**src/include/node_settings.svh**
```systemverilog
`ifndef NODE_SETTINGS_SVH
`define NODE_SETTINGS_SVH

// ####################################################################
// Data path widths and memory size
// ####################################################################

// A memory word also carries a node identity.
`define WORD_WIDTH 16
`define ADDR_WIDTH 11
`define MEM_DEPTH 2048

// Identity that stands for "no neighbor".
`define NONE_ID 65

// ####################################################################
// Memory map
// ####################################################################

`define ADDR_MY_CLUSTER 0
`define ADDR_MY_COST 1
`define ADDR_AGG_FLAG 2
`define ADDR_NEIGHBOR_COUNT 3

// Neighbor table, one entry per neighbor.
// Entry words in order: neighbor id, cluster id, sink marker, cost.
`define ADDR_TABLE_BASE 16
`define ENTRY_WORDS 4

// Counts above this are clamped by the scanner.
`define MAX_NEIGHBORS 16

`endif

```
**src/hdl/node_pkg.sv**
```systemverilog
`include "node_settings.svh"

package node_pkg;

	typedef logic [`WORD_WIDTH-1:0] word_t;
	typedef logic [`ADDR_WIDTH-1:0] mem_addr_t;

	// Neighbor table scanner.
	typedef enum logic [1:0] {
		scan_idle,
		scan_header,
		scan_entry
	} scan_state_t;

	// Action selector, in the order of its normal walk.
	typedef enum logic [2:0] {
		act_wait_start,
		act_check_sink,
		act_check_hop,
		act_end_write,
		act_signal_done,
		act_idle
	} action_state_t;

	// Top level run sequencer.
	typedef enum logic [2:0] {
		seq_idle,
		seq_scanning,
		seq_arm_action,
		seq_acting,
		seq_finished
	} seq_state_t;

endpackage

```
**src/hdl/select_my_action.sv**
```systemverilog
`timescale 1ns/1ps

`include "node_settings.svh"

module select_my_action (
	input  logic                clock,
	input  logic                nrst,
	input  logic                en,
	input  logic                start,
	input  node_pkg::word_t     next_sink,
	input  node_pkg::word_t     best_hop,
	output node_pkg::mem_addr_t address,
	output logic                wr_en,
	output node_pkg::word_t     data_out,
	output node_pkg::word_t     action,
	output logic                for_aggregation,
	output logic                done
);

	import node_pkg::*;

	// Possible actions are the best hop, the next sink, or the node itself
	// as cluster head. The exploration hop is not modelled.

	action_state_t state;

	always_ff @(posedge clock) begin
		if (!nrst) begin
			state <= act_idle;
			action <= word_t'(`NONE_ID);
			for_aggregation <= 1'b0;
			wr_en <= 1'b0;
			address <= '0;
			data_out <= '0;
			done <= 1'b0;
		end else begin
			case (state)
				act_wait_start: begin
					if (start) begin
						state <= act_check_sink;
					end
				end
				act_check_sink: begin
					if (next_sink != word_t'(`NONE_ID)) begin
						action <= next_sink;
					end
					state <= act_check_hop;
				end
				act_check_hop: begin
					// No better in-cluster hop, so this node aggregates.
					if (best_hop == word_t'(`NONE_ID)) begin
						for_aggregation <= 1'b1;
						data_out <= word_t'(1);
						address <= mem_addr_t'(`ADDR_AGG_FLAG);
						wr_en <= 1'b1;
					end else begin
						for_aggregation <= 1'b0;
						action <= best_hop;
					end
					state <= act_end_write;
				end
				act_end_write: begin
					wr_en <= 1'b0;
					state <= act_signal_done;
				end
				act_signal_done: begin
					done <= 1'b1;
					state <= act_idle;
				end
				act_idle: begin
					// done holds here until the next enable.
					if (en) begin
						action <= word_t'(`NONE_ID);
						for_aggregation <= 1'b0;
						wr_en <= 1'b0;
						address <= '0;
						data_out <= '0;
						done <= 1'b0;
						state <= act_wait_start;
					end
				end
				default: state <= act_idle;
			endcase
		end
	end

endmodule

```
**config.mk**
```make
export PLATFORM = sky130hd
export DESIGN_NAME = select_my_action
export DESIGN_NICKNAME = d
export VERILOG_FILES = /design/src/hdl/node_pkg.sv /design/src/hdl/select_my_action.sv
export VERILOG_INCLUDE_DIRS = /design/src /design/src/include
export SDC_FILE = /design/constraint.sdc
export NUM_CORES = 1
export LEC_CHECK = 0
export CAP_MARGIN = 40
export CELL_PAD_IN_SITES_DETAIL_PLACEMENT = 0
export CELL_PAD_IN_SITES_GLOBAL_PLACEMENT = 1
export CORE_ASPECT_RATIO = 1.75
export CORE_MARGIN = 2
export CORE_UTILIZATION = 36
export CTS_CLUSTER_DIAMETER = 200
export DETAILED_ROUTE_END_ITERATION = 8
export DONT_BUFFER_PORTS = 1
export GPL_TIMING_DRIVEN = 0
export PLACE_DENSITY_LB_ADDON = 0.08
export SYNTH_ARGS = -nofsm -noshare
export SYNTH_HDL_FRONTEND = slang
export SYNTH_SLANG_ARGS = --single-unit
```
**constraint.sdc**
```tcl
create_clock -name clock -period 5.8 [get_ports clock]
set_clock_uncertainty 0.2 [all_clocks]
set_input_delay 0.29 -clock clock [delete_from_list [all_inputs] [get_ports clock]]
set_output_delay 0.29 -clock clock [all_outputs]
set_load 0.05 [all_outputs]
```
==> results.md <==
* Critical path data arrival time at 2.07 ns
* Share of synthesized flip-flops with an asynchronous set or reset at 0%
* Clock Sink Count at 23
* Clock buffer count from CTS at 3
* #FFs+latches synth at 23
* Die area at 4900 um^2
* Antenna diodes at 0
* DRC Markers at 0
* Internal power at between 200 and 300 uW
* PwrDens at 256 nW/um^2
* Initial Util at 37.6%
* Distinct cells, synth at 33
* Die X at 53.8 um
* Worst hold stages at 3
* Nature of the critical path startpoint: flop
* Clock Tree Buf Depth at 2
* Setup TNS at 0 ns
* Hold slack final at 0.0109 ns
* Fill cell count at 452
* Reg2reg end: action[6]$_SDFFE_PN1P_
* Sequential power share at 46.3%
* Syn Area/Cell at 7.58 um^2
* Logic pwr share at a little under a third
* Register area share after synthesis at 29.5%
* I/O Buffers at 0
* Placer Congestion at slightly below 0.9
* Non-filler cells, final at 284
* Sw Pwr at 182 uW
* Via density at 5.10
* Max cap viols at 0
* Placed cells at 279
* Wire per inst at around 15 um
* Clk root buf: clkbuf_8
* Period utilization at a little over a third
* Synth warn at 0
* CP Max Fanout at 10
* Die Y at 91.1 um
* Layout cells sized above 1 at 15.7%
* Pre-CTS WS at 3.72 ns
* Post-synth EDFFs at 0
* Crit-path leading delay family: buffers and inverters
* Tightest Hold Check Type: input pin to flop
* I/O pin count at 82
* Slew HR at 64.3%
* Worst Tran Pin Value at 0.535 ns
* Crit path kind: flop to flop
* Htree depth at 1
* Fmax achieved at 476 MHz
* Buf+Inv Stages, Crit Path at 3
* R2r worst-path depth at 7
* Worst Setup Slack, final at 3.70 ns
* CTS tree: yes
* DPL Wire Length at 3580 um
* Clock Pin Slew Worst Setup and Hold Paths at about 0.09 ns
* Routed vias at 1448
* Switching part of the total at 40.2%
* Vias in the first global route at 1391
* Drt initial violations at 59
* Final WL at 4400 um
* CP required at 5.77 ns
* Area added between synthesis and finish at 13.3%
* Clk Latency, worst-skew pair at 0.27 ns
* Crit end category: flop
* Initial antenna violation count at 0
* Largest net degree at the start of global routing at 14
* Hold Path Origin: en
* VDD IR max at 0.000129 V
* R2R Setup Slk at roughly 3.7 ns
* Clk network pwr share at 22.9%
* Detail Route Antenna Nets at 0
* GRT Residual Overflow at 0
* Core ar. at about 4200 um^2
* # setup viols final at 0
* First-pass GRT wire length at 6770 um
* Status: complete, no violations
* GRT Overall Usage at 18.9%
* Hold Fails Final Rpt at 0
* Synth Cell Area at roughly 1600 um^2
* Cells after Synth at 206
* Rows at 31
* LEAKAGE at between 0.0007 and 0.0008 uW
* Critical path's slowest cell: or3b_1
* CP max stage delay at 0.35 ns
* Crit path time final at 2.10 ns
* Tot Pwr at between 400 and 500 uW
* CP cell instances: buf_4 -> or3b_1 -> buf_2 -> nor2_1 -> o221a_2 -> buf_6 -> mux2_2
* Fin nets at 272
* RSZ-0062 raised after global routing: false
* Drt pass-1 iters at 4
* Worst r2r src: state[1]$_SDFFE_PN0P_
* Primary FF master, synth: dfxtp_1
* Max Slew Vio Count at 0
## flip-flops by register name, summed over array words and instances (netlist names), named ones only
name,flops
data_out,1
action,16
wr_en,1
for_aggregation,1
state,2
done,1
## final cells by class
class	count	area (um^2)	area share (%)
multi-input cells	166	911	51.5
repair buffers	1	10.0	0.566
clock inverters	1	5.00	0.283
well taps	49	61.3	3.47
inverters	1	3.75	0.212
clock buffers	3	41.3	2.33
flip-flops and latches	23	460	26.0
plain buffers	40	277	15.6
## routing by layer
metal	wire [um]	track usage, %	part of all wire, %	vias up
met5	0	0	0	-
met4	128	8.97	2.9	0
met3	422	5.26	9.6	11
met2	2340	32.2	53	74
met1	1510	20.2	34	649
li1	-	-	-	714
## cell usage in the layout (no fill, tap or decap)
master,Yosys,final
nor3_1,1,1
o221a_2,1,1
mux2_2,2,2
and4b_1,1,1
buf_4,27,27
o31ai_1,1,1
nor2b_1,3,3
buf_6,1,1
nor2_1,17,17
and2b_1,1,1
nand2b_1,3,3
nand3_1,4,4
and2_1,1,1
nor4b_1,3,3
nor4_1,4,4
a21boi_0,2,2
clkinv_2,0,1
o21ai_0,4,4
or3b_1,1,1
clkbuf_8,0,3
o211ai_1,14,14
a21oi_1,16,16
nand4_1,3,3
nand2_1,41,41
conb_1,1,25
inv_1,1,1
dlygate4sd3_1,0,1
buf_2,1,1
mux2i_1,14,14
buf_12,1,1
and4_1,1,1
or2b_1,1,1
clkbuf_1,10,10
dfxtp_1,23,23
nor3b_1,1,1
xnor2_1,1,1
## power by group through the flow
stage | registers (uW) | clock network [uW] | logic (uW)
2_1_floorplan | 211 | 0 | 123
3_3_place_gp | 213 | 0 | 136
3_5_place_dp | 213 | 0 | 138
4_1_cts | 210 | 107 | 139
5_1_grt | 211 | 114 | 151
6_report | 209 | 104 | 139
## logic make-up after synthesis
group | share of synthesized area (%)
buffers and inverters | 17.9
DFF | 29.5
xor gates and xnor gates | 0.561
AOI/OAI and AO/OA | 15.3
and+or+nand+nor | 26.0
muxes | 10.4
other | 0.240
## synthesized netlist by cell type, types with 2 or more instances
cell type	n	area share (%)
nand2_1	41	9.9
buf_4	27	13
dfxtp_1	23	29
nor2_1	17	4.1
a21oi_1	16	5.1
mux2i_1	14	9.0
o211ai_1	14	6.7
clkbuf_1	10	2.4
nand3_1	4	1.3
nor4_1	4	1.6
o21ai_0	4	1.3
nand2b_1	3	1.2
nand4_1	3	1.2
nor2b_1	3	1.2
nor4b_1	3	1.7
a21boi_0	2	0.96
mux2_2	2	1.4
## worst min-delay path, stage by stage
cell and delay, ns:
nand2_1 0.04, nand2_1 0.05, nand3_1 0.07
## stage by stage
step | area (um^2) | utilization (%)
6_report | 1770 | 42.6
4_1_cts | 1770 | 42.6
3_3_place_gp | 1710 | 41.3
2_1_floorplan | 1650 | -
5_1_grt | 1770 | 42.6
3_5_place_dp | 1710 | 41.3
## how the worst max path moves through the flow
stage | from | end | slack (ns) | cells past startpoint
6_report | state[1]$_SDFFE_PN0P_ | action[6]$_SDFFE_PN1P_ | 3.70 | 7
5_1_grt | flop | action[2]$_SDFFE_PN0P_ | 3.56 | 5
4_1_cts | state[1]$_SDFFE_PN0P_ | action[6]$_SDFFE_PN1P_ | 3.70 | 7
3_5_place_dp | state[1]$_SDFFE_PN0P_ | action[6]$_SDFFE_PN1P_ | 3.72 | 7
3_3_place_gp | state[1]$_SDFFE_PN0P_ | action[0]$_SDFFE_PN1P_ | 3.76 | 7
2_1_floorplan | state[1]$_SDFFE_PN0P_ | action[0]$_SDFFE_PN1P_ | 3.85 | 7
## repair_timing
item | CTS | global route
setup endpoints to repair | 0 | 0
hold buffers | 1 | 0
buffers inserted | 0 | 0
gates resized for setup | 0 | 0
hold endpoints to repair | 1 | 0
(Power assumes the default switching activity.)
