## src/include/node_settings.svh

```systemverilog
`ifndef NODE_SETTINGS_SVH
`define NODE_SETTINGS_SVH

// ####################################################################
// Data path widths and memory size
// ####################################################################

// A memory word also carries a node identity.
`define WORD_WIDTH 16
`define ADDR_WIDTH 11
`define MEM_DEPTH 2048

// Identity that stands for "no neighbor".
`define NONE_ID 65

// ####################################################################
// Memory map
// ####################################################################

`define ADDR_MY_CLUSTER 0
`define ADDR_MY_COST 1
`define ADDR_AGG_FLAG 2
`define ADDR_NEIGHBOR_COUNT 3

// Neighbor table, one entry per neighbor.
// Entry words in order: neighbor id, cluster id, sink marker, cost.
`define ADDR_TABLE_BASE 16
`define ENTRY_WORDS 4

// Counts above this are clamped by the scanner.
`define MAX_NEIGHBORS 16

`endif

```

## src/hdl/node_pkg.sv

```systemverilog
`include "node_settings.svh"

package node_pkg;

	typedef logic [`WORD_WIDTH-1:0] word_t;
	typedef logic [`ADDR_WIDTH-1:0] mem_addr_t;

	// Neighbor table scanner.
	typedef enum logic [1:0] {
		scan_idle,
		scan_header,
		scan_entry
	} scan_state_t;

	// Action selector, in the order of its normal walk.
	typedef enum logic [2:0] {
		act_wait_start,
		act_check_sink,
		act_check_hop,
		act_end_write,
		act_signal_done,
		act_idle
	} action_state_t;

	// Top level run sequencer.
	typedef enum logic [2:0] {
		seq_idle,
		seq_scanning,
		seq_arm_action,
		seq_acting,
		seq_finished
	} seq_state_t;

endpackage

```

## src/hdl/neighbor_scan.sv

```systemverilog
`timescale 1ns/1ps

`include "node_settings.svh"

module neighbor_scan (
	input  logic                clock,
	input  logic                nrst,
	input  logic                start,
	output node_pkg::mem_addr_t mem_address,
	input  node_pkg::word_t     mem_q,
	output node_pkg::word_t     next_sink,
	output node_pkg::word_t     best_hop,
	output logic                done
);

	import node_pkg::*;

	localparam int COUNT_WIDTH = $clog2(`MAX_NEIGHBORS + 1);

	scan_state_t state;
	logic [2:0] step;
	logic [COUNT_WIDTH-1:0] idx;
	logic [COUNT_WIDTH-1:0] count;
	logic [COUNT_WIDTH-1:0] header_count;
	logic sink_found;
	logic hop_found;

	word_t my_cluster;
	word_t my_cost;
	word_t ent_id;
	logic ent_in_cluster;
	logic ent_sink;
	word_t best_cost;

	logic evaluate;
	logic entry_last;
	logic take_sink;
	logic take_hop;

	// ####################################################################
	// Entry evaluation
	// ####################################################################

	// The count word arrives in the last header step, clamped here.
	assign header_count = (mem_q > word_t'(`MAX_NEIGHBORS)) ?
		COUNT_WIDTH'(`MAX_NEIGHBORS) : mem_q[COUNT_WIDTH-1:0];

	// The cost word is on mem_q in step 4 of an entry.
	assign evaluate = (state == scan_entry) && (step == 3'd4);
	assign entry_last = (idx == count - COUNT_WIDTH'(1));

	assign take_sink = evaluate && ent_in_cluster && ent_sink && !sink_found;

	// Strict compare keeps the earliest entry on equal costs.
	assign take_hop = evaluate && ent_in_cluster && !ent_sink && (mem_q < my_cost) &&
		(!hop_found || (mem_q < best_cost));

	always_comb begin
		case (state)
			scan_idle: mem_address = mem_addr_t'(`ADDR_MY_CLUSTER);
			scan_header: begin
				if (step == 3'd0) begin
					mem_address = mem_addr_t'(`ADDR_MY_COST);
				end else begin
					mem_address = mem_addr_t'(`ADDR_NEIGHBOR_COUNT);
				end
			end
			default: begin
				mem_address = mem_addr_t'(`ADDR_TABLE_BASE) +
					mem_addr_t'(idx) * mem_addr_t'(`ENTRY_WORDS) + mem_addr_t'(step);
			end
		endcase
	end

	// ####################################################################
	// Control
	// ####################################################################

	always_ff @(posedge clock) begin
		if (!nrst) begin
			state <= scan_idle;
			step <= '0;
			idx <= '0;
			done <= 1'b0;
			sink_found <= 1'b0;
			hop_found <= 1'b0;
		end else begin
			done <= 1'b0;
			case (state)
				scan_idle: begin
					if (start) begin
						state <= scan_header;
						step <= '0;
						sink_found <= 1'b0;
						hop_found <= 1'b0;
					end
				end
				scan_header: begin
					step <= step + 3'd1;
					if (step == 3'd2) begin
						step <= '0;
						idx <= '0;
						if (header_count == '0) begin
							done <= 1'b1;
							state <= scan_idle;
						end else begin
							state <= scan_entry;
						end
					end
				end
				default: begin
					step <= step + 3'd1;
					if (take_sink) begin
						sink_found <= 1'b1;
					end
					if (take_hop) begin
						hop_found <= 1'b1;
					end
					if (evaluate) begin
						step <= '0;
						idx <= idx + COUNT_WIDTH'(1);
						if (entry_last) begin
							done <= 1'b1;
							state <= scan_idle;
						end
					end
				end
			endcase
		end
	end

	// ####################################################################
	// Captured words and results
	// ####################################################################

	always_ff @(posedge clock) begin
		if ((state == scan_idle) && start) begin
			next_sink <= word_t'(`NONE_ID);
			best_hop <= word_t'(`NONE_ID);
		end
		if (state == scan_header) begin
			case (step)
				3'd0: my_cluster <= mem_q;
				3'd1: my_cost <= mem_q;
				default: count <= header_count;
			endcase
		end
		if (state == scan_entry) begin
			case (step)
				3'd1: ent_id <= mem_q;
				3'd2: ent_in_cluster <= (mem_q == my_cluster);
				3'd3: ent_sink <= (mem_q != '0);
				default: ;
			endcase
		end
		if (take_sink) begin
			next_sink <= ent_id;
		end
		if (take_hop) begin
			best_hop <= ent_id;
			best_cost <= mem_q;
		end
	end

endmodule

```

## config.mk

```make
export PLATFORM = sky130hd
export DESIGN_NAME = neighbor_scan
export DESIGN_NICKNAME = d
export VERILOG_FILES = /design/src/hdl/node_pkg.sv /design/src/hdl/neighbor_scan.sv
export VERILOG_INCLUDE_DIRS = /design/src /design/src/include
export SDC_FILE = /design/constraint.sdc
export NUM_CORES = 1
export LEC_CHECK = 0
export ABC_AREA = 1
export BUFFER_PORTS_ARGS = -buffer_cell sky130_fd_sc_hd__buf_2
export CORE_MARGIN = 2
export CORE_UTILIZATION = 35
export DETAILED_ROUTE_END_ITERATION = 10
export PLACE_DENSITY = 0.66
export SLEW_MARGIN = 20
export SYNTH_ARGS = -nofsm -noshare
export SYNTH_HDL_FRONTEND = slang
export SYNTH_SLANG_ARGS = --single-unit
```

## constraint.sdc

```tcl
create_clock -name clock -period 2.2 [get_ports clock]
set_clock_uncertainty 0.15 [all_clocks]
set_input_delay 0.22 -clock clock [delete_from_list [all_inputs] [get_ports clock]]
set_output_delay 0.22 -clock clock [all_outputs]
set_load 0.05 [all_outputs]
```

==> flow_metrics.tcl <==
set metrics [dict create \
    dp_hpwl_um 8010 \
    ios 63 \
    synth_area_leaders "edfxtp_1, ha_1, inv_1, nand2_1, dfxtp_1" \
    async_flop_share_pct 0 \
    hold_viol 0 \
    min_period_ns 2.21 \
    drive_gt1_share_pct 25.0 \
    stdcell_count 832 \
    slew_viol_final 0 \
    synth.distinct_cells 33 \
    grt_first_pass_wirelength_um 18500 \
    grt.overflow.total 0 \
    ir_drop_mv 0.636 \
    worst_pin_slew_ns 0.562 \
    synthCells 500 \
    arrival_ns 2.19 \
    cts.clk_slew.worst_paths_ns 0.05 \
    yosys-top-cells-count "edfxtp_1, inv_1, nand2_1, nor2_1, ha_1" \
    area_delta_synth_final_pct 28.0 \
    synth_area_mm2 0.00548 \
    hold_class "in -> reg" \
    root_buffer "clkbuf_16" \
    holdWs_ns 0.0116 \
    viasPerCell 4.56 \
    p_leak_nw 3.02 \
    fmax_mhz 453 \
    port_buffers 59 \
    synth_top_area_share_pct 56.5 \
    core-area_mm2 0.0153 \
    clockBufferDepth 2 \
    ant_nets 0 \
    synthFlopType "edfxtp_1" \
    setup_viol 8 \
    final_net_count 666 \
    drtIter0Drc 262 \
    p_total_w 0.00723 \
    antenna_found_initial 0 \
    synth_most_common_cell "edfxtp_1" \
    rows 45 \
    synth_seq_area_share_pct 61.2 \
    ys_seq_elements 116 \
    worstPathRequired_ns 2.18 \
    cap_violations 0 \
    finalCritPeriodShare_pct 100 \
    cp_slowest_cell "edfxtp_1" \
    endpoint_kind "register" \
    violations "negative setup slack" \
    diodes 0 \
    vias 3792 \
    dp.cells 784 \
    crit_path_max_incr_delay_ns 0.37 \
    crit_fanout 8 \
    clock_latency_ns 0.41 \
    power_density_mw_per_mm2 1030 \
    gp_congestion 0.842 \
    first_global_vias 3720 \
    die_h_um 129 \
    drc 0 \
    rsz0062_at_grt "yes" \
    fin_ws_ns -0.00867 \
    crit_top_cell "nand2_1" \
    yosysWarnings 0 \
    clock_sinks 116 \
    cts_buffers 17 \
    initial_core_util_pct 35.9 \
    cp-start-kind "register" \
    die_area_mm2 0.0167 \
    path_cells "inv_2, ha_4, a21oi_2, nor2_1, nor3_1, nand2_1, nand2_1, nand3_2, nand2_2, nand3_4, clkinvlp_4, clkbuf_16" \
    drtPass1Iterations 4 \
    ctsHtreeMaxLevel 4 \
    grt_max_degree 17 \
    max-slew-margin-rel_pct 62.6 \
    drt_wl_total_um 11600 \
    wl_per_cell_um 13.9 \
    track_usage_pct 14.7 \
    syn_area_per_cell_um2 11.0 \
    cts_tree "built" \
    crit_type "reg -> reg" \
    chipWidth_um 129 \
    status "finished, violations left" \
    synth_edf_count 103 \
    synth_largest_area_cell "edfxtp_1" \
]
[critical path, delay by kind of cell (launching register included)]
family                     cells  cell delay [ns]
and+or+nand+nor                7             0.76
DFF                            1             0.37
buffers and inverters          3             0.35
adders and majority gates      1             0.19
AOI/OAI and AO/OA              1             0.10
[flip-flops by register name, indices dropped and copies added (netlist names)]
register        count
best_cost          16
best_hop           16
count               5
done                1
ent_id             16
ent_in_cluster      1
ent_sink            1
hop_found           1
idx                 5
my_cluster         16
my_cost            16
next_sink          16
sink_found          1
state               2
step                3
[per-stage QoR]
step                util [%]  instance area (um2)  setup slack, ns  TNS, ns
floorplan                  -                 5500           0.0400        0
global placement        40.5                 6170          -0.0150  -0.0795
detailed placement      40.5                 6170          -0.0852    -1.75
CTS                     45.1                 6880           0.0180        0
global route            45.9                 7010           -0.107    -2.16
finish                  45.9                 7010         -0.00867  -0.0546
[per-layer routing]
metal | vias up | GRT usage [%] | share of wire (%)
met4 | 0 | 8.38 | 2.6
met1 | 1782 | 18.4 | 44
met3 | 26 | 3.26 | 4.8
met2 | 113 | 23.7 | 48
met5 | - | 0 | 0
li1 | 1871 | - | -
[layout make-up]
| class | instances | area [um2] |
|---|---|---|
| tap | 211 | 264 |
| multi-input combinational | 282 | 1770 |
| inverter | 98 | 374 |
| timing repair buffer | 93 | 678 |
| clock buffer | 19 | 433 |
| clock inverter | 13 | 133 |
| fill | 1379 | 8250 |
| sequential | 116 | 3360 |
[cells in the final DEF, fill, tap and decap left out, types with 5 or more instances in the layout]
master         instances
a21oi_1               25
buf_2                 54
buf_4                 19
clkbuf_16             19
clkinv_2               5
clkinvlp_4             5
dfxtp_1               11
dlygate4sd3_1         12
edfxtp_1             103
ha_1                  37
inv_1                 92
nand2_1               71
nand2_2                6
nand3_1                6
nand4_1                7
nor2_1                50
nor2_2                10
nor3_1                 7
o21ai_0               12
xnor2_1               16
[power by group]
group / total (W) / leakage, nW / switching (W) / internal (W)
Sequential: 0.00291 / 1.05 / 0.000119 / 0.00279
Combinational: 0.00168 / 1.70 / 0.00120 / 0.000485
Clock: 0.00263 / 0.269 / 0.000975 / 0.00166
Total: 0.00723 / 3.02 / 0.00229 / 0.00493
[final timing paths]
kind / startpoint / end / slack, ns / depth (start not counted)
worst max-delay path: my_cost[5]$_DFFE_PP_ / best_cost[15]$_DFFE_PP_ / -0.009 / 12
worst min-delay path: mem_q[10] / my_cost[10]$_DFFE_PP_ / 0.01 / 1
worst max register to register: my_cost[5]$_DFFE_PP_ / best_cost[15]$_DFFE_PP_ / -0.009 / 12
worst min register to register: sink_found$_SDFFE_PN0P_ / sink_found$_SDFFE_PN0P_ / 0.35 / 2
[cells by family (layout without fill, tap and decap cells)]
logic type,count (synthesis),after routing,share of synthesized area (%)
simple gates,176,176,14.6
flops,116,116,61.2
buf+inv,104,223,7.79
compound gates,45,45,4.34
fa+ha+maj,39,39,8.91
xor+xnor,19,19,3.04
other cells,1,3,0.0685
[what timing repair did]
| action | 4_1_cts | 5_1_grt |
|---|---|---|
| hold endpoints to repair | 36 | 0 |
| gates cloned | 0 | 2 |
| endpoints found under the setup margin | 11 | 53 |
| gates resized for setup | 2 | 25 |
| hold buffers | 13 | 0 |
| setup buffers | 0 | 2 |
| pin swaps | 0 | 8 |
(Power assumes the default switching activity.)
