**config.mk**
```make
export PLATFORM = sky130hd
export DESIGN_NAME = routing_sequencer
export DESIGN_NICKNAME = d
export VERILOG_FILES = /design/src/hdl/node_pkg.sv /design/src/hdl/routing_sequencer.sv
export VERILOG_INCLUDE_DIRS = /design/src /design/src/include
export SDC_FILE = /design/constraint.sdc
export NUM_CORES = 1
export LEC_CHECK = 0
export CAP_MARGIN = 10
export CORE_AREA = 5 5 53 55
export DETAILED_ROUTE_END_ITERATION = 12
export DIE_AREA = 0 0 58 60
export DONT_BUFFER_PORTS = 1
export GPL_TIMING_DRIVEN = 0
export MAX_ROUTING_LAYER = met4
export SLEW_MARGIN = 15
export SYNTH_ARGS = -nofsm -noshare
export SYNTH_HDL_FRONTEND = slang
export SYNTH_SLANG_ARGS = --single-unit
```
**constraint.sdc**
```tcl
create_clock -name clock -period 1.5 [get_ports clock]
set_input_delay 0.15 -clock clock [delete_from_list [all_inputs] [get_ports clock]]
set_output_delay 0.15 -clock clock [all_outputs]
set_load 0.03 [all_outputs]
```
**src/include/node_settings.svh**
```systemverilog
`ifndef NODE_SETTINGS_SVH
`define NODE_SETTINGS_SVH

// ####################################################################
// Data path widths and memory size
// ####################################################################

// A memory word also carries a node identity.
`define WORD_WIDTH 16
`define ADDR_WIDTH 11
`define MEM_DEPTH 2048

// Identity that stands for "no neighbor".
`define NONE_ID 65

// ####################################################################
// Memory map
// ####################################################################

`define ADDR_MY_CLUSTER 0
`define ADDR_MY_COST 1
`define ADDR_AGG_FLAG 2
`define ADDR_NEIGHBOR_COUNT 3

// Neighbor table, one entry per neighbor.
// Entry words in order: neighbor id, cluster id, sink marker, cost.
`define ADDR_TABLE_BASE 16
`define ENTRY_WORDS 4

// Counts above this are clamped by the scanner.
`define MAX_NEIGHBORS 16

`endif

```
**src/hdl/node_pkg.sv**
```systemverilog
`include "node_settings.svh"

package node_pkg;

	typedef logic [`WORD_WIDTH-1:0] word_t;
	typedef logic [`ADDR_WIDTH-1:0] mem_addr_t;

	// Neighbor table scanner.
	typedef enum logic [1:0] {
		scan_idle,
		scan_header,
		scan_entry
	} scan_state_t;

	// Action selector, in the order of its normal walk.
	typedef enum logic [2:0] {
		act_wait_start,
		act_check_sink,
		act_check_hop,
		act_end_write,
		act_signal_done,
		act_idle
	} action_state_t;

	// Top level run sequencer.
	typedef enum logic [2:0] {
		seq_idle,
		seq_scanning,
		seq_arm_action,
		seq_acting,
		seq_finished
	} seq_state_t;

endpackage

```
**src/hdl/routing_sequencer.sv**
```systemverilog
`timescale 1ns/1ps

`include "node_settings.svh"

module routing_sequencer (
	input  logic                clock,
	input  logic                nrst,
	input  logic                start,
	output logic                busy,
	output logic                done,
	input  logic                host_wr,
	input  node_pkg::mem_addr_t host_address,
	input  node_pkg::word_t     host_data,
	output logic                scan_start,
	input  node_pkg::mem_addr_t scan_address,
	input  logic                scan_done,
	output logic                act_en,
	output logic                act_start,
	input  logic                act_wr,
	input  node_pkg::mem_addr_t act_address,
	input  node_pkg::word_t     act_data,
	input  logic                act_done,
	output logic                mem_write,
	output node_pkg::mem_addr_t mem_write_address,
	output node_pkg::word_t     mem_write_data,
	output node_pkg::mem_addr_t mem_read_address
);

	import node_pkg::*;

	seq_state_t state;
	logic act_done_q;
	logic host_owns;

	// ####################################################################
	// Phase control
	// ####################################################################

	always_ff @(posedge clock) begin
		if (!nrst) begin
			state <= seq_idle;
			busy <= 1'b0;
			done <= 1'b0;
			scan_start <= 1'b0;
			act_en <= 1'b0;
			act_start <= 1'b0;
			act_done_q <= 1'b0;
		end else begin
			act_done_q <= act_done;
			scan_start <= 1'b0;
			act_en <= 1'b0;
			act_start <= 1'b0;
			case (state)
				seq_scanning: begin
					if (scan_done) begin
						act_en <= 1'b1;
						state <= seq_arm_action;
					end
				end
				seq_arm_action: begin
					act_start <= 1'b1;
					state <= seq_acting;
				end
				seq_acting: begin
					// Selector done is a level; only its rise ends the run.
					if (act_done && !act_done_q) begin
						done <= 1'b1;
						busy <= 1'b0;
						state <= seq_finished;
					end
				end
				default: begin
					if (start) begin
						scan_start <= 1'b1;
						busy <= 1'b1;
						done <= 1'b0;
						state <= seq_scanning;
					end
				end
			endcase
		end
	end

	// ####################################################################
	// Memory port ownership
	// ####################################################################

	assign host_owns = (state == seq_idle) || (state == seq_finished);

	always_comb begin
		mem_write = 1'b0;
		mem_write_address = host_address;
		mem_write_data = host_data;
		if (host_owns) begin
			mem_write = host_wr;
		end else if (state == seq_acting) begin
			mem_write = act_wr;
			mem_write_address = act_address;
			mem_write_data = act_data;
		end
	end

	assign mem_read_address = (state == seq_scanning) ? scan_address : host_address;

endmodule

```
==> flow_summary.json, run 1 <==
{
  "wl_per_cell_um": 22.2,
  "r2r_start": "state[2]",
  "crit_buf_inv": 2,
  "drt_first_pass_iters": 6,
  "critPathCaptureType": "primary output",
  "arrival_ps": 1490,
  "switching_share_pct": 42.1,
  "post-route-drc-count": 0,
  "power_frac_clock_pct": 17.2,
  "grt_max_degree": 11,
  "cts_sinks": 9,
  "power_switching_mw": 0.476,
  "synth-seq-cells": 9,
  "finalHoldViolations": 0,
  "final_common_cell": "mux2_4",
  "max_freq_mhz": 611,
  "ys_types": 25,
  "hpwlAfterDp_um": 2250,
  "drt_iter0_markers": 18,
  "diodes": 0,
  "syn_nets": 152,
  "critPathTopFamily": "flip-flops",
  "drv_cap": 0,
  "powerDensity_nw_per_um2": 880,
  "setup_viol": 39,
  "routed_via_density": 5.84,
  "cp.required_ps": 1350,
  "antenna_found_initial": 0,
  "fp.dieH_um": 60,
  "start_util_pct": 36.6,
  "via_count": 782,
  "grt_pass1_vias": 863,
  "crit_top_cell": "buf_6",
  "layout-drive-gt1-share_pct": 70.2,
  "htreeDepth": 1,
  "path_cells": "nand3b_1, buf_6, buf_6, mux2_4",
  "die_width_um": 58,
  "violations": "setup timing",
  "grt_pass1_wl_um": 4030,
  "ir_worst_vdd_mv": 0.478,
  "yosys_warnings": 0,
  "fin_util_pct": 54.9,
  "synth.avg_cell_area_um2": 10.7,
  "cts_buffer_depth": 2,
  "die-area_um2": 3480,
  "cts_tree": "done",
  "skew_ps": 0.596,
  "place_area_um2": 895,
  "io_pins": 116,
  "crit_path_start_kind": "flop",
  "netlist_area_um2": 857,
  "path_clk_slew_ps": 60,
  "rsz0062_at_grt": "true",
  "nFillCells": 202,
  "grt_util_all_layers_pct": 15.5,
  "core-area_um2": 2340,
  "syn_inst": 80,
  "row_count": 18,
  "finalCritPeriodShare_pct": 109,
  "finalNetCount": 177,
  "drv_slew": 0,
  "slowest_delay_ps": 370,
  "p_leak_nw": 0.657,
  "status": "finished with violations",
  "io_buffer_count": 0,
  "p_int_mw": 0.654,
  "path_max_fanout": 7,
  "slowest_stage": "dfxtp_4",
  "pwr-share-comb_pct": 57.4,
  "worst_slack_ps": -136,
  "area_growth_pct": 49.9,
  "min_from": "act_done",
  "cts_inserted_buffers": 3,
  "hold_path_class": "input port to flop",
  "clockRootBuffer": "clkbuf_4",
  "antenna_left": 0,
  "final_cell_mix": "38 x mux2_4, 13 x buf_4, 8 x buf_6",
  "insertion_delay_ps": 260,
  "place_congestion": 0.705,
  "fin_crit_ps": 1640,
  "crit_path_start": "state[2]",
  "totalWireLength_um": 2970,
  "grt-ovfl-total": 0,
  "final_cell_area_um2": 1280,
  "seqPwrFrac_pct": 25.5,
  "timing.slew.headroom_pct": 77.6,
  "worst_pin_slew_ps": 336,
  "worstSetupPathType": "flop to primary output",
  "seq_area_frac_synth_pct": 21.0
}
-- cell type report --
cell class,instances,area (µm²),share of cell area [%]
multi-input cells,64,757,58.9
repair buffers,20,191,14.9
flip-flops and latches,9,189,14.7
plain buffers,5,73.8,5.74
well taps,30,37.5,2.92
clock buffers,4,26.3,2.04
inverters,2,10.0,0.779
-- power by group through the flow --
stage	logic, mW	clock network [mW]	registers, mW
5_1_grt	0.672	0.211	0.290
6_report	0.649	0.194	0.288
4_1_cts	0.628	0.195	0.287
2_1_floorplan	0.431	0	0.289
3_5_place_dp	0.467	0	0.294
3_3_place_gp	0.464	0	0.293
-- flip-flops by register name (all words and copies together) (netlist names) --
register	flops
done	1
act_done_q	1
busy	1
scan_start	1
act_start	1
state	3
act_en	1
-- worst paths after layout --
kind	endpoint	slack, ps	cells after the start
worst max register to register	state[0]	60	7
worst max-delay path	mem_write_data[1]	-140	4
worst min-delay path	act_done_q	7	1
worst min register to register	act_start	510	1
-- worst register-to-register path, stage by stage (launching register included) --
cell and delay (ps):
dfxtp_4 370, nand3b_1 200, buf_6 150, buf_6 120, buf_4 120, buf_4 130, o21ai_4 140, a211oi_1 70
-- what timing repair did --
action                                  in CTS  in global routing
gates resized for setup                     54                  2
cloned                                       3                  0
pin swaps                                    1                  2
setup buffers                               11                  5
hold buffers                                 1                  0
endpoints found under the hold margin        1                  0
endpoints found under the setup margin      38                 41
-- metal layers --
metal,vias to the layer above,wire length [µm],track usage (%)
met5,-,0,-
met3,2,342,1.94
met2,76,1580,30.6
met1,359,1040,16.1
li1,345,-,-
met4,0,18,3.97
-- stage by stage --
step           std cells  hold WS, ps  setup slack, ps  setup TNS, ps  power [mW]
2_1_floorplan         80          268             83.5              0       0.720
3_3_place_gp         110          272            -75.7           -639       0.757
3_5_place_dp         110          274             -106           -910       0.760
4_1_cts              129         1.30             -138          -4750        1.11
5_1_grt              134         8.77             -177          -6480        1.17
6_report             134         6.58             -136          -4790        1.13
-- cell families after synthesis --
group | count (synthesis) | share of synthesized area, %
flip-flops | 9 | 21.0
buffers and inverters | 7 | 5.55
multiplexers | 38 | 53.9
AO/OA/AOI/OAI | 11 | 8.90
AND/OR/NAND/NOR | 15 | 10.7
-- Yosys cell counts --
| library cell | count | area share, % |
|---|---|---|
| mux2_2 | 29 | 38 |
| dfxtp_1 | 9 | 21 |
| mux2_4 | 9 | 16 |
| nor2_1 | 5 | 2.2 |
| a21oi_1 | 3 | 1.8 |
| and3_1 | 2 | 1.5 |
| buf_2 | 2 | 1.2 |
| buf_6 | 2 | 2.6 |
| nand3b_1 | 2 | 1.8 |
| o21a_1 | 2 | 1.8 |
| a211oi_1 | 1 | 0.88 |
| a21boi_0 | 1 | 0.88 |
| a2bb2oi_1 | 1 | 1.0 |
| a32o_1 | 1 | 1.2 |
| and2_1 | 1 | 0.73 |
| buf_4 | 1 | 0.88 |
| inv_1 | 1 | 0.44 |
| inv_2 | 1 | 0.44 |
| nand2b_1 | 1 | 0.73 |
| nor2b_1 | 1 | 0.73 |
| nor3_2 | 1 | 1.2 |
| nor4bb_1 | 1 | 1.2 |
| o21ai_1 | 1 | 0.58 |
| o21bai_1 | 1 | 0.88 |
| or2_2 | 1 | 0.73 |
(Power assumes the default switching activity.)
==> run 2: changes to the inputs <==
- ABC_AREA: not set -> 1
==> run 2 against run 1 <==
Compared with the run above: the run now ends clean; synthesized area increased by 0.44%; register-to-register slack improved by 220 ps; total power rose by 68%; synthesized cell count rose by 120%; clock power barely moved; non-clock buffer count fell by 4; global-route usage grew 3.5 points; fmax up 9.5%; flip-flop and latch count did not move; worst setup slack gained 140 ps; critical path type unchanged; critical endpoint is now mem_write_address[9]; largest cell class unchanged.
==> flow_summary.json, run 2 <==
{
  "status": "complete, no violations",
  "critPathCaptureType": "primary output",
  "ys_top_cells_by_count": "128 x nand2_1, 9 x dfxtp_1, 8 x inv_1",
  "grt_pass1_wl_um": 4910,
  "final_cell_mix": "71 x nand2_1, 39 x nand2_4, 12 x nand2_2",
  "min_from": "nrst",
  "wl_per_cell_um": 17.4,
  "netlist_area_um2": 861,
  "grt_max_degree": 11,
  "synth.area.top_cells": "nand2_1 56%, dfxtp_1 21%, inv_1 3.5%",
  "tns_ps": 0,
  "regMostFlops": "state",
  "drt_first_pass_iters": 4,
  "place_congestion": 0.891,
  "timing.slew.headroom_pct": 77.3,
  "setup_viol": 0,
  "layout-drive-gt1-share_pct": 45.1,
  "drt_iter0_markers": 71,
  "hpwlAfterDp_um": 2560,
  "crit_top_cell": "nand2_4",
  "path_clk_slew_ps": 70,
  "p_leak_nw": 0.765,
  "antenna_found_initial": 0,
  "crit_path_start_kind": "flop",
  "synth_fa_ha_area_share_pct": 0,
  "syn_nets": 248,
  "route.met2.wl_um": 2040,
  "fin_crit_ps": 1490,
  "powerDensity_nw_per_um2": 1250,
  "diodes": 0,
  "cts_tree": "done",
  "holdPathStages": 2,
  "nFillCells": 199,
  "die_width_um": 58,
  "synth_top_flop_cell": "dfxtp_1",
  "path_cells": "buf_6, nand2_4, nor2_4, buf_6, buf_12, nand2_4, nand2_4",
  "synth_mux_area_share_pct": 0,
  "clockRootBuffer": "clkbuf_4",
  "synth.avg_cell_area_um2": 4.89,
  "insertion_delay_ps": 270,
  "async_flop_share_pct": 0,
  "finalNetCount": 266,
  "cts_inserted_buffers": 3,
  "place_area_um2": 898,
  "yosysMostFrequentCell": "nand2_1",
  "yosysTopAreaCell": "nand2_1",
  "antenna_left": 0,
  "final_common_cell": "nand2_1",
  "synth_edf_count": 0,
  "highest_layer": "met4",
  "rsz0062_at_grt": "true",
  "slowest_delay_ps": 320,
  "ir_worst_vdd_mv": 0.890,
  "grt-ovfl-total": 0,
  "htreeDepth": 1,
  "total_power_mw": 1.90,
  "cts_sinks": 9,
  "seq_area_frac_synth_pct": 20.9,
  "reg2regPathDepth": 9,
  "final_cell_area_um2": 1530,
  "finalHoldViolations": 0,
  "met1_length_um": 1330,
  "skew_ps": 6.22,
  "cp.required_ps": 1350,
  "start_util_pct": 36.8,
  "yosys_warnings": 0,
  "grt_util_all_layers_pct": 19.1,
  "via_count": 1205,
  "area_growth_pct": 77.2,
  "synth_top_family_by_area": "simple AND/OR/NAND/NOR gates",
  "synth_compound_area_share_pct": 6.10,
  "row_count": 18,
  "r2r_start": "state[0]",
  "dr_wl_met3_um": 392,
  "whs_ps": 15.2,
  "totalWireLength_um": 3890,
  "post-route-drc-count": 0,
  "slowest_stage": "dfxtp_2",
  "synth_top_area_share_pct": 55.8,
  "ys_types": 18,
  "routed_via_density": 5.40,
  "die-area_um2": 3480,
  "r2r_end": "done",
  "hold_end": "state[2]",
  "hold_path_class": "input port to flop",
  "worstSetupPathType": "flop to primary output",
  "io_pins": 116,
  "fin_util_pct": 65.1,
  "drv_slew": 0,
  "synth-seq-cells": 9,
  "finalCritPeriodShare_pct": 99.6,
  "syn_inst": 176,
  "io_buffer_count": 0,
  "arrival_ps": 1340,
  "drv_cap": 0,
  "core-area_um2": 2340,
  "worst_pin_slew_ps": 341,
  "synth-xor-area-share_pct": 0,
  "max_freq_mhz": 669,
  "r2r_slack_ps": 280,
  "path_max_fanout": 7,
  "fp.dieH_um": 60,
  "synthSimpleGateAreaFrac_pct": 63.2,
  "grt_pass1_vias": 1099,
  "largest_reg_flops": 3,
  "cts_buffer_depth": 2
}
-- run 2: cell types whose count changed after synthesis, moves of 4 or more --
cell	change
inv_1	+7
mux2_2	-29
mux2_4	-9
nand2_1	+128
nand3_1	+4
-- run 2: cells by family (layout without fill, tap and decap cells) --
group,count (synthesis),count (layout)
and+or+nand+nor,141,141
AOI/OAI and AO/OA,9,9
buffers and inverters,17,34
DFF,9,9
-- run 2: power breakdown --
group          total, mW  internal, mW  switching [mW]
clock network      0.195         0.103          0.0924
logic               1.33         0.406           0.929
registers          0.373         0.288          0.0845
total               1.90         0.797            1.11
-- run 2: how the worst max path moves through the flow --
| stage | to | start | slack [ps] |
|---|---|---|---|
| final | mem_write_address[9] | state[0] | 6 |
| after global routing | mem_write_data[15] | state[0] | -70 |
| after CTS | mem_write_address[9] | state[0] | -40 |
| after detailed placement | mem_write_address[9] | state[0] | 1 |
| after global placement | mem_write_address[9] | state[0] | 40 |
| after floorplan | mem_write_address[0] | state[0] | 220 |
-- run 2: cell type report --
type                       instances  area (µm²)  area share (%)
multi-input combinational        150        1040            68.4
inverter                           9        33.8            2.21
buffer                             8        87.6            5.74
clock buffer                       4        26.3            1.72
tap                               30        37.5            2.46
sequential                         9         186            12.2
timing repair buffer              13         110            7.22
-- run 2: per-stage QoR --
step / cells / setup WS [ps]
after floorplan: 176 / 220
after global placement: 206 / 36.1
after detailed placement: 206 / 1.36
after CTS: 216 / -39.6
after global routing: 223 / -74.3
final: 223 / 6.16
-- run 2: metal layers --
| metal | up-vias | global-route usage [%] |
|---|---|---|
| met5 | - | - |
| met4 | 0 | 6.62 |
| met3 | 13 | 4.54 |
| met2 | 89 | 33.7 |
| met1 | 541 | 20.8 |
| li1 | 562 | - |
-- run 2: worst max-delay path: cells and delay by family, from the launching register on --
family,cells,cell delay [ps]
flip-flops,1,320
AND/OR/NAND/NOR,4,340
buffers and inverters,3,410
-- run 2: repair_timing --
item,4_1_cts,5_1_grt
gates cloned,2,0
hold buffers,2,1
resized for setup,77,57
pin swaps,10,17
setup endpoints to repair,38,39
setup buffers,2,6
hold endpoints to repair,1,1
